--- config.mk ---
export PLATFORM = sky130hd
export DESIGN_NAME = axi4LiteWriteSubsystem
export DESIGN_NICKNAME = d
export VERILOG_FILES = /design/src/hdl/axi4LitePkg.sv /design/src/hdl/cmdFifo.sv /design/src/hdl/axi4LiteMasterWriteDriver.sv /design/src/hdl/axi4LiteWriteSlaveRegs.sv /design/src/hdl/axi4LiteMasterWriteMonitor.sv /design/src/hdl/axi4LiteWriteSubsystem.sv
export VERILOG_INCLUDE_DIRS = /design/src /design/src/hdl
export SDC_FILE = /design/constraint.sdc
export NUM_CORES = 1
export LEC_CHECK = 0
export BUFFER_PORTS_ARGS = -buffer_cell sky130_fd_sc_hd__buf_2
export CORE_MARGIN = 2
export CORE_UTILIZATION = 58
export CTS_CLUSTER_DIAMETER = 100
export DETAILED_ROUTE_END_ITERATION = 10
export PLACE_DENSITY = 0.75
export REMOVE_ABC_BUFFERS = 1
export SYNTH_ARGS = -nofsm -noshare
export SYNTH_HDL_FRONTEND = slang
export SYNTH_SLANG_ARGS = --single-unit
export TNS_END_PERCENT = 100
--- constraint.sdc ---
create_clock -name aclk -period 16.4 [get_ports aclk]
set_clock_uncertainty 0.1 [all_clocks]
set_input_delay 1.64 -clock aclk [delete_from_list [all_inputs] [get_ports aclk]]
set_output_delay 1.64 -clock aclk [all_outputs]
set_load 0.1 [all_outputs]
--- src/hdl/axi4Lite_params.svh ---
`ifndef AXI4LITE_PARAMS_SVH
`define AXI4LITE_PARAMS_SVH

// Bus widths.
`define AXIL_ADDR_WIDTH 32
`define AXIL_DATA_WIDTH 32

// Host command buffering.
`define CMD_FIFO_DEPTH 4

// Slave register bank.
`define REG_COUNT 16

// Low registers that only take privileged writes.
`define PROT_REG_COUNT 4

`endif

--- src/hdl/axi4LitePkg.sv ---
`default_nettype none

`include "axi4Lite_params.svh"

package axi4LitePkg;

  // ############################################################
  // Host command
  // ############################################################

  typedef struct packed {
    logic [`AXIL_ADDR_WIDTH-1:0]   addr;
    logic [2:0]                    prot;
    logic [`AXIL_DATA_WIDTH-1:0]   data;
    logic [`AXIL_DATA_WIDTH/8-1:0] strb;
  } writeCmd_t;

  // ############################################################
  // AXI4-Lite write channels
  // ############################################################

  typedef struct packed {
    logic [`AXIL_ADDR_WIDTH-1:0] awaddr;
    logic [2:0]                  awprot;
  } awChan_t;

  typedef struct packed {
    logic [`AXIL_DATA_WIDTH-1:0]   wdata;
    logic [`AXIL_DATA_WIDTH/8-1:0] wstrb;
  } wChan_t;

  typedef enum logic [1:0] {
    RESP_OKAY   = 2'b00,
    RESP_SLVERR = 2'b10
  } bresp_e;

  // Write master FSM.
  typedef enum logic [1:0] {
    DRV_IDLE,
    DRV_ADDR,
    DRV_RESP
  } drvState_e;

endpackage : axi4LitePkg

`default_nettype wire

--- src/hdl/cmdFifo.sv ---
`timescale 1ns/10ps
`default_nettype none

`include "axi4Lite_params.svh"

module cmdFifo (
  input  wire logic                  aclk,
  input  wire logic                  reset,
  input  wire logic                  push,
  input  wire axi4LitePkg::writeCmd_t pushData,
  input  wire logic                  pop,
  output axi4LitePkg::writeCmd_t     headData,
  output logic                       empty,
  output logic                       full
);

  localparam int DEPTH = `CMD_FIFO_DEPTH;
  localparam int PTR_W = $clog2(DEPTH);
  localparam int CNT_W = $clog2(DEPTH + 1);

  axi4LitePkg::writeCmd_t mem [DEPTH];

  logic [PTR_W-1:0] wrPtr;
  logic [PTR_W-1:0] rdPtr;
  logic [CNT_W-1:0] count;
  logic             doPush;
  logic             doPop;

  assign doPush   = push && !full;
  assign doPop    = pop && !empty;
  assign empty    = (count == '0);
  assign full     = (count == CNT_W'(DEPTH));
  assign headData = mem[rdPtr];

  // Storage.
  always_ff @(posedge aclk) begin
    if (doPush) begin
      mem[wrPtr] <= pushData;
    end
  end

  // Pointers and occupancy.
  always_ff @(posedge aclk) begin
    if (reset) begin
      wrPtr <= '0;
      rdPtr <= '0;
      count <= '0;
    end else begin
      if (doPush) begin
        wrPtr <= (wrPtr == PTR_W'(DEPTH - 1)) ? '0 : wrPtr + 1'b1;
      end
      if (doPop) begin
        rdPtr <= (rdPtr == PTR_W'(DEPTH - 1)) ? '0 : rdPtr + 1'b1;
      end
      if (doPush && !doPop) begin
        count <= count + 1'b1;
      end else if (doPop && !doPush) begin
        count <= count - 1'b1;
      end
    end
  end

endmodule : cmdFifo

`default_nettype wire

--- src/hdl/axi4LiteMasterWriteDriver.sv ---
`timescale 1ns/10ps
`default_nettype none

module axi4LiteMasterWriteDriver (
  input  wire logic                   aclk,
  input  wire logic                   reset,
  // Command FIFO side.
  input  wire axi4LitePkg::writeCmd_t fifoHead,
  input  wire logic                   fifoEmpty,
  output logic                        fifoPop,
  // Write address channel.
  output axi4LitePkg::awChan_t        awChan,
  output logic                        awvalid,
  input  wire logic                   awready,
  // Write data channel.
  output axi4LitePkg::wChan_t         wChan,
  output logic                        wvalid,
  input  wire logic                   wready,
  // Write response channel.
  input  wire axi4LitePkg::bresp_e    bresp,
  input  wire logic                   bvalid,
  output logic                        bready
);

  axi4LitePkg::drvState_e state;

  logic awDone;
  logic wDone;

  assign fifoPop = (state == axi4LitePkg::DRV_IDLE) && !fifoEmpty;
  assign bready  = (state == axi4LitePkg::DRV_RESP);

  // A channel is done once its valid has been taken.
  assign awDone = !awvalid || awready;
  assign wDone  = !wvalid || wready;

  // ############################################################
  // Control FSM
  // ############################################################

  always_ff @(posedge aclk) begin
    if (reset) begin
      state   <= axi4LitePkg::DRV_IDLE;
      awvalid <= 1'b0;
      wvalid  <= 1'b0;
    end else begin
      case (state)
        axi4LitePkg::DRV_IDLE: begin
          if (fifoPop) begin
            awvalid <= 1'b1;
            wvalid  <= 1'b1;
            state   <= axi4LitePkg::DRV_ADDR;
          end
        end
        axi4LitePkg::DRV_ADDR: begin
          if (awready) begin
            awvalid <= 1'b0;
          end
          if (wready) begin
            wvalid <= 1'b0;
          end
          if (awDone && wDone) begin
            state <= axi4LitePkg::DRV_RESP;
          end
        end
        axi4LitePkg::DRV_RESP: begin
          if (bvalid) begin
            state <= axi4LitePkg::DRV_IDLE;
          end
        end
        default: state <= axi4LitePkg::DRV_IDLE;
      endcase
    end
  end

  // Payload held steady until the next pop.
  always_ff @(posedge aclk) begin
    if (fifoPop) begin
      awChan <= '{awaddr: fifoHead.addr, awprot: fifoHead.prot};
      wChan  <= '{wdata: fifoHead.data, wstrb: fifoHead.strb};
    end
  end

endmodule : axi4LiteMasterWriteDriver

`default_nettype wire

--- src/hdl/axi4LiteWriteSlaveRegs.sv ---
`timescale 1ns/10ps
`default_nettype none

`include "axi4Lite_params.svh"

module axi4LiteWriteSlaveRegs (
  input  wire logic                          aclk,
  input  wire logic                          reset,
  input  wire logic                          stall,
  input  wire axi4LitePkg::awChan_t          awChan,
  input  wire logic                          awvalid,
  output logic                               awready,
  input  wire axi4LitePkg::wChan_t           wChan,
  input  wire logic                          wvalid,
  output logic                               wready,
  output axi4LitePkg::bresp_e                bresp,
  output logic                               bvalid,
  input  wire logic                          bready,
  input  wire logic [$clog2(`REG_COUNT)-1:0] readIndex,
  output logic [`AXIL_DATA_WIDTH-1:0]        readData
);

  localparam int ADDR_W = `AXIL_ADDR_WIDTH;
  localparam int DATA_W = `AXIL_DATA_WIDTH;
  localparam int STRB_W = DATA_W / 8;
  localparam int IDX_W  = $clog2(`REG_COUNT);

  logic [DATA_W-1:0] regs [`REG_COUNT];

  logic             accept;
  logic [IDX_W-1:0] wordIdx;
  logic             outOfRange;
  logic             protViolation;
  logic             writeErr;

  // Both channels taken together, never while a response is pending.
  assign accept  = awvalid && wvalid && !stall && !bvalid;
  assign awready = accept;
  assign wready  = accept;

  // ############################################################
  // Address decode and checks
  // ############################################################

  assign wordIdx       = awChan.awaddr[IDX_W+1:2];
  assign outOfRange    = |awChan.awaddr[ADDR_W-1:IDX_W+2];
  assign protViolation = (wordIdx < IDX_W'(`PROT_REG_COUNT)) && !awChan.awprot[0];
  assign writeErr      = outOfRange || protViolation;

  assign readData = regs[readIndex];

  // Response channel.
  always_ff @(posedge aclk) begin
    if (reset) begin
      bvalid <= 1'b0;
      bresp  <= axi4LitePkg::RESP_OKAY;
    end else if (accept) begin
      bvalid <= 1'b1;
      bresp  <= writeErr ? axi4LitePkg::RESP_SLVERR : axi4LitePkg::RESP_OKAY;
    end else if (bready) begin
      bvalid <= 1'b0;
    end
  end

  // Register bank with byte strobes.
  always_ff @(posedge aclk) begin
    if (reset) begin
      for (int i = 0; i < `REG_COUNT; i++) begin
        regs[i] <= '0;
      end
    end else if (accept && !writeErr) begin
      for (int b = 0; b < STRB_W; b++) begin
        if (wChan.wstrb[b]) begin
          regs[wordIdx][8*b +: 8] <= wChan.wdata[8*b +: 8];
        end
      end
    end
  end

endmodule : axi4LiteWriteSlaveRegs

`default_nettype wire

--- src/hdl/axi4LiteMasterWriteMonitor.sv ---
`timescale 1ns/10ps
`default_nettype none

module axi4LiteMasterWriteMonitor (
  input  wire logic                aclk,
  input  wire logic                reset,
  input  wire logic                bvalid,
  input  wire logic                bready,
  input  wire axi4LitePkg::bresp_e bresp,
  output logic [7:0]               writeCount,
  output logic [7:0]               errorCount,
  output axi4LitePkg::bresp_e      lastResp
);

  logic respTaken;
  logic isError;

  // A write ends on the B handshake.
  assign respTaken = bvalid && bready;
  assign isError   = (bresp == axi4LitePkg::RESP_SLVERR);

  // ############################################################
  // Counters
  // ############################################################

  always_ff @(posedge aclk) begin
    if (reset) begin
      writeCount <= '0;
      errorCount <= '0;
      lastResp   <= axi4LitePkg::RESP_OKAY;
    end else if (respTaken) begin
      // Both counts wrap.
      writeCount <= writeCount + 8'd1;
      if (isError) begin
        errorCount <= errorCount + 8'd1;
      end
      lastResp <= bresp;
    end
  end

endmodule : axi4LiteMasterWriteMonitor

`default_nettype wire

--- src/hdl/axi4LiteWriteSubsystem.sv ---
`timescale 1ns/10ps
`default_nettype none

`include "axi4Lite_params.svh"

module axi4LiteWriteSubsystem (
  input  wire logic                          aclk,
  input  wire logic                          reset,
  // Host commands.
  input  wire logic                          cmdValid,
  input  wire axi4LitePkg::writeCmd_t        cmd,
  output logic                               cmdFull,
  // Bus back-pressure.
  input  wire logic                          stall,
  // Observation.
  input  wire logic [$clog2(`REG_COUNT)-1:0] readIndex,
  output logic [`AXIL_DATA_WIDTH-1:0]        readData,
  output logic [7:0]                         writeCount,
  output logic [7:0]                         errorCount,
  output axi4LitePkg::bresp_e                lastResp
);

  axi4LitePkg::writeCmd_t fifoHead;
  logic                   fifoEmpty;
  logic                   fifoPop;

  // ############################################################
  // Internal write bus
  // ############################################################

  axi4LitePkg::awChan_t awChan;
  logic                 awvalid;
  logic                 awready;
  axi4LitePkg::wChan_t  wChan;
  logic                 wvalid;
  logic                 wready;
  axi4LitePkg::bresp_e  bresp;
  logic                 bvalid;
  logic                 bready;

  cmdFifo u_cmdFifo (
    .aclk     (aclk),
    .reset    (reset),
    .push     (cmdValid),
    .pushData (cmd),
    .pop      (fifoPop),
    .headData (fifoHead),
    .empty    (fifoEmpty),
    .full     (cmdFull)
  );

  axi4LiteMasterWriteDriver u_driver (
    .aclk      (aclk),
    .reset     (reset),
    .fifoHead  (fifoHead),
    .fifoEmpty (fifoEmpty),
    .fifoPop   (fifoPop),
    .awChan    (awChan),
    .awvalid   (awvalid),
    .awready   (awready),
    .wChan     (wChan),
    .wvalid    (wvalid),
    .wready    (wready),
    .bresp     (bresp),
    .bvalid    (bvalid),
    .bready    (bready)
  );

  axi4LiteWriteSlaveRegs u_slave (
    .aclk      (aclk),
    .reset     (reset),
    .stall     (stall),
    .awChan    (awChan),
    .awvalid   (awvalid),
    .awready   (awready),
    .wChan     (wChan),
    .wvalid    (wvalid),
    .wready    (wready),
    .bresp     (bresp),
    .bvalid    (bvalid),
    .bready    (bready),
    .readIndex (readIndex),
    .readData  (readData)
  );

  // Passive tap on the response channel.
  axi4LiteMasterWriteMonitor u_monitor (
    .aclk       (aclk),
    .reset      (reset),
    .bvalid     (bvalid),
    .bready     (bready),
    .bresp      (bresp),
    .writeCount (writeCount),
    .errorCount (errorCount),
    .lastResp   (lastResp)
  );

endmodule : axi4LiteWriteSubsystem

`default_nettype wire

==> impl_metrics.csv <==
group,metric,value,unit
setup_path,required,14660,ps
die,ioPinCount,130,
synthesis,synth_top_cells_by_count,"edfxtp_1 (847), nor3_1 (368), mux4_2 (195), clkbuf_1 (143), nor3_2 (100)",
synthesis,netlist_area,0.0368,mm^2
synthesis,synth_area_leaders,"edfxtp_1 (69%), mux4_2 (12%), nor3_1 (5.0%), nor3_2 (2.7%), dfxtp_1 (1.6%)",
synthesis,postSynthAreaPerCell,16.8,um^2
pwr,combPwrFrac,16.4,%
route,drc,0,
sta,finalSetupViolCount,0,
sta,rsz0062_at_grt,"false",
synthesis,netlist_instances,2192,
synthesis,synth_edf_count,847,
cells_and_area,finalNetCount,2289,
setup_path,cp-end-kind,"output port",
die,design.die.area,0.0654,mm^2
sta,worstMarginPinSlew,1220,ps
die,die_y,256,um
synthesis,ys_seq_area_share,70.8,%
route,vias,20400,
run_status,status,"completed",
die,rows,92,
cts,cts_buffers,85,
cells_and_area,num-fill-cells,4298,
synthesis,async_flop_share,0,%
pwr,p_int,4.03,mW
sta,fin_crit_sh,38.9,%
route,wl_per_cell,27.0,um
cells_and_area,drive_above_1_share,27.5,%
route,drtAntennaViolNets,0,
placed_design,dp_cells,2960,
synthesis,synth.most_common_cell,"edfxtp_1",
setup_path,cp_max_fo,72,
sta,fmax,157,MHz
pwr,p_sw_share,29.3,%
global_routing,grt_usage,25.8,%
die,coreArea,0.0629,mm^2
cts,clock-sinks,876,
cts,insertion_delay,640,ps
sta,fin_crit,6390,ps
synthesis,synth_flop_cell,"edfxtp_1",
synthesis,ys_ff_latch,876,
cts,hold_buffers,0,
cells_and_area,fin_area,0.0404,mm^2
cts,htree_levels,3,
die,start_util,58.5,%
setup_path,worstPathArrival,4650,ps
sta,setup_ws,10010,ps
sta,slew-limit-headroom,18.4,%
pwr,p_leak,12.9,nW
synthesis,yosysTopAreaCellShare,69.2,%
setup_path,worstSetupStartpoint,"readIndex[1]",
synthesis,ys_types,43,
cts,cts_setup_buffers,0,
sta,finalHoldViolations,0,
cells_and_area,syn_to_final_growth,9.98,%
route,wl,84.3,mm
cts,clk_pin_slew,60,ps
setup_path,crit_type,"in2out",
route,via_per_inst,6.54,
route,dr.pass1.iters,8,
route,dr.first_iter.drc_count,2340,
global_routing,overflow,0,
placed_design,placed_area,0.0378,mm^2
synthesis,yosysWarningCount,0,
cts,cts_root_buf,"clkbuf_16",
die,fp.dieW,256,um
global_routing,grt_pass1_vias,20600,
min_path,holdCritStartpoint,"u_monitor.lastResp[1]",
min_path,hold_class,"reg2reg",
placed_design,io_buffer_count,124,
placed_design,place_ws,10000,ps
cells_and_area,finalNonFillerCells,3118,
pwr,switchingPower,1.67,mW
cts,tritoncts,"yes",
global_routing,antenna_found_initial,12,
synthesis,synth_top_cell_by_area,"edfxtp_1",
placed_design,hpwl,47.5,mm
global_routing,grt_max_degree,109,
job,cap_violations,0,
global_routing,grt_pass1_wl,126,mm
sta,drv_slew,0,
cts,cts_buffer_depth,3,
placed_design,gp_congestion,0.814,
pwr,p_seq_share,50.7,%
cts,cts_resized,0,
pwr,ir_drop,0.102,mV
pwr,p_per_area,141,mW/mm^2
setup_path,r2r-start,"u_driver.awChan[19]",
sta,finalSetupTns,0,ps
pwr,power,5.69,mW
setup_path,crit_path_start_kind,"input port",
pwr,pwr-share-clk,33.0,%
-- placed cells by master (no fill, tap or decap), types with 8 or more instances in the layout --
cell / count
clkbuf_16: 86
clkbuf_1: 21
buf_2: 121
buf_4: 29
nor3_2: 102
a21o_1: 32
nor3_1: 366
xor2_1: 8
clkinv_1: 17
mux4_2: 195
clkinv_2: 16
edfxtp_1: 847
nor2b_1: 9
nand2_1: 76
a22oi_1: 64
a21oi_1: 9
ha_1: 8
nor2_1: 91
dfxtp_1: 27
a31o_2: 32
nand4_1: 8
-- cell families (layout without fill, tap and decap cells) --
group | after synthesis | in the layout | share of synthesized area [%]
flip-flops | 876 | 876 | 70.8
AND/OR/NAND/NOR | 713 | 713 | 10.8
buffers and inverters | 235 | 312 | 2.75
multiplexers | 200 | 200 | 12.1
AO/OA/AOI/OAI | 144 | 144 | 2.96
XOR/XNOR | 14 | 14 | 0.334
adder cells (fa/ha/maj) | 9 | 9 | 0.327
other | 1 | 4 | 0.0102
-- through the flow --
stage / util [%] / hold slack [ps]
final: 64.3 / 382
after global routing: 64.3 / 432
after CTS: 64.3 / 384
after detailed placement: 60.1 / 372
after global placement: 60.1 / 368
after floorplan: - / 361
-- layer usage --
layer  up-vias  wire (um)  GRT usage (%)
met1     10400      31600           34.7
met4        18       2400           9.05
met5         -        102              0
met3       169       8780           6.27
met2      1091      41500           41.8
li1       8734          -              -
-- state kept, by name, indices dropped and copies added (netlist names) --
register,cells
u_driver.awChan,31
u_cmdFifo.wrPtr,2
u_driver.wChan,36
u_slave.regs,512
u_monitor.writeCount,8
u_driver.state,2
u_monitor.lastResp,1
u_slave.bvalid,1
u_cmdFifo.mem,268
u_cmdFifo.rdPtr,2
u_driver.awvalid,1
u_monitor.errorCount,8
u_slave.bresp,1
u_cmdFifo.count,3
-- area by class of cell --
type / instances / area [um^2] / area share [%]
well taps: 846 / 1060 / 2.62
clock inverters: 48 / 424 / 1.05
repair buffers: 151 / 837 / 2.07
inverters: 6 / 22.5 / 0.0557
flip-flops and latches: 876 / 26000 / 64.4
multi-input cells: 1081 / 9820 / 24.3
diodes: 3 / 7.51 / 0.0186
clock buffers: 107 / 2230 / 5.52
-- worst paths after layout --
check	slack, ps	end	depth (start not counted)
hold reg to reg	380	u_monitor.lastResp[1]	2
hold / removal	380	u_monitor.lastResp[1]	2
setup reg to reg	11570	u_slave.regs[10][9]	6
setup / recovery	10010	readData[10]	6
-- worst max-delay path, cell delays in order --
cell,delay [ps]
buf_4,670
buf_4,990
mux4_2,430
a22oi_1,350
nand2_1,130
buf_2,320
-- power groups by stage --
stage / registers [mW] / clock network, mW / logic (mW)
after CTS: 2.88 / 1.89 / 0.929
final: 2.88 / 1.88 / 0.932
after global routing: 2.91 / 1.98 / 0.986
after detailed placement: 2.93 / 0 / 0.926
after global placement: 2.91 / 0 / 0.907
after floorplan: 2.88 / 0 / 0.603
Note: power is estimated with default switching activity, not from simulation.
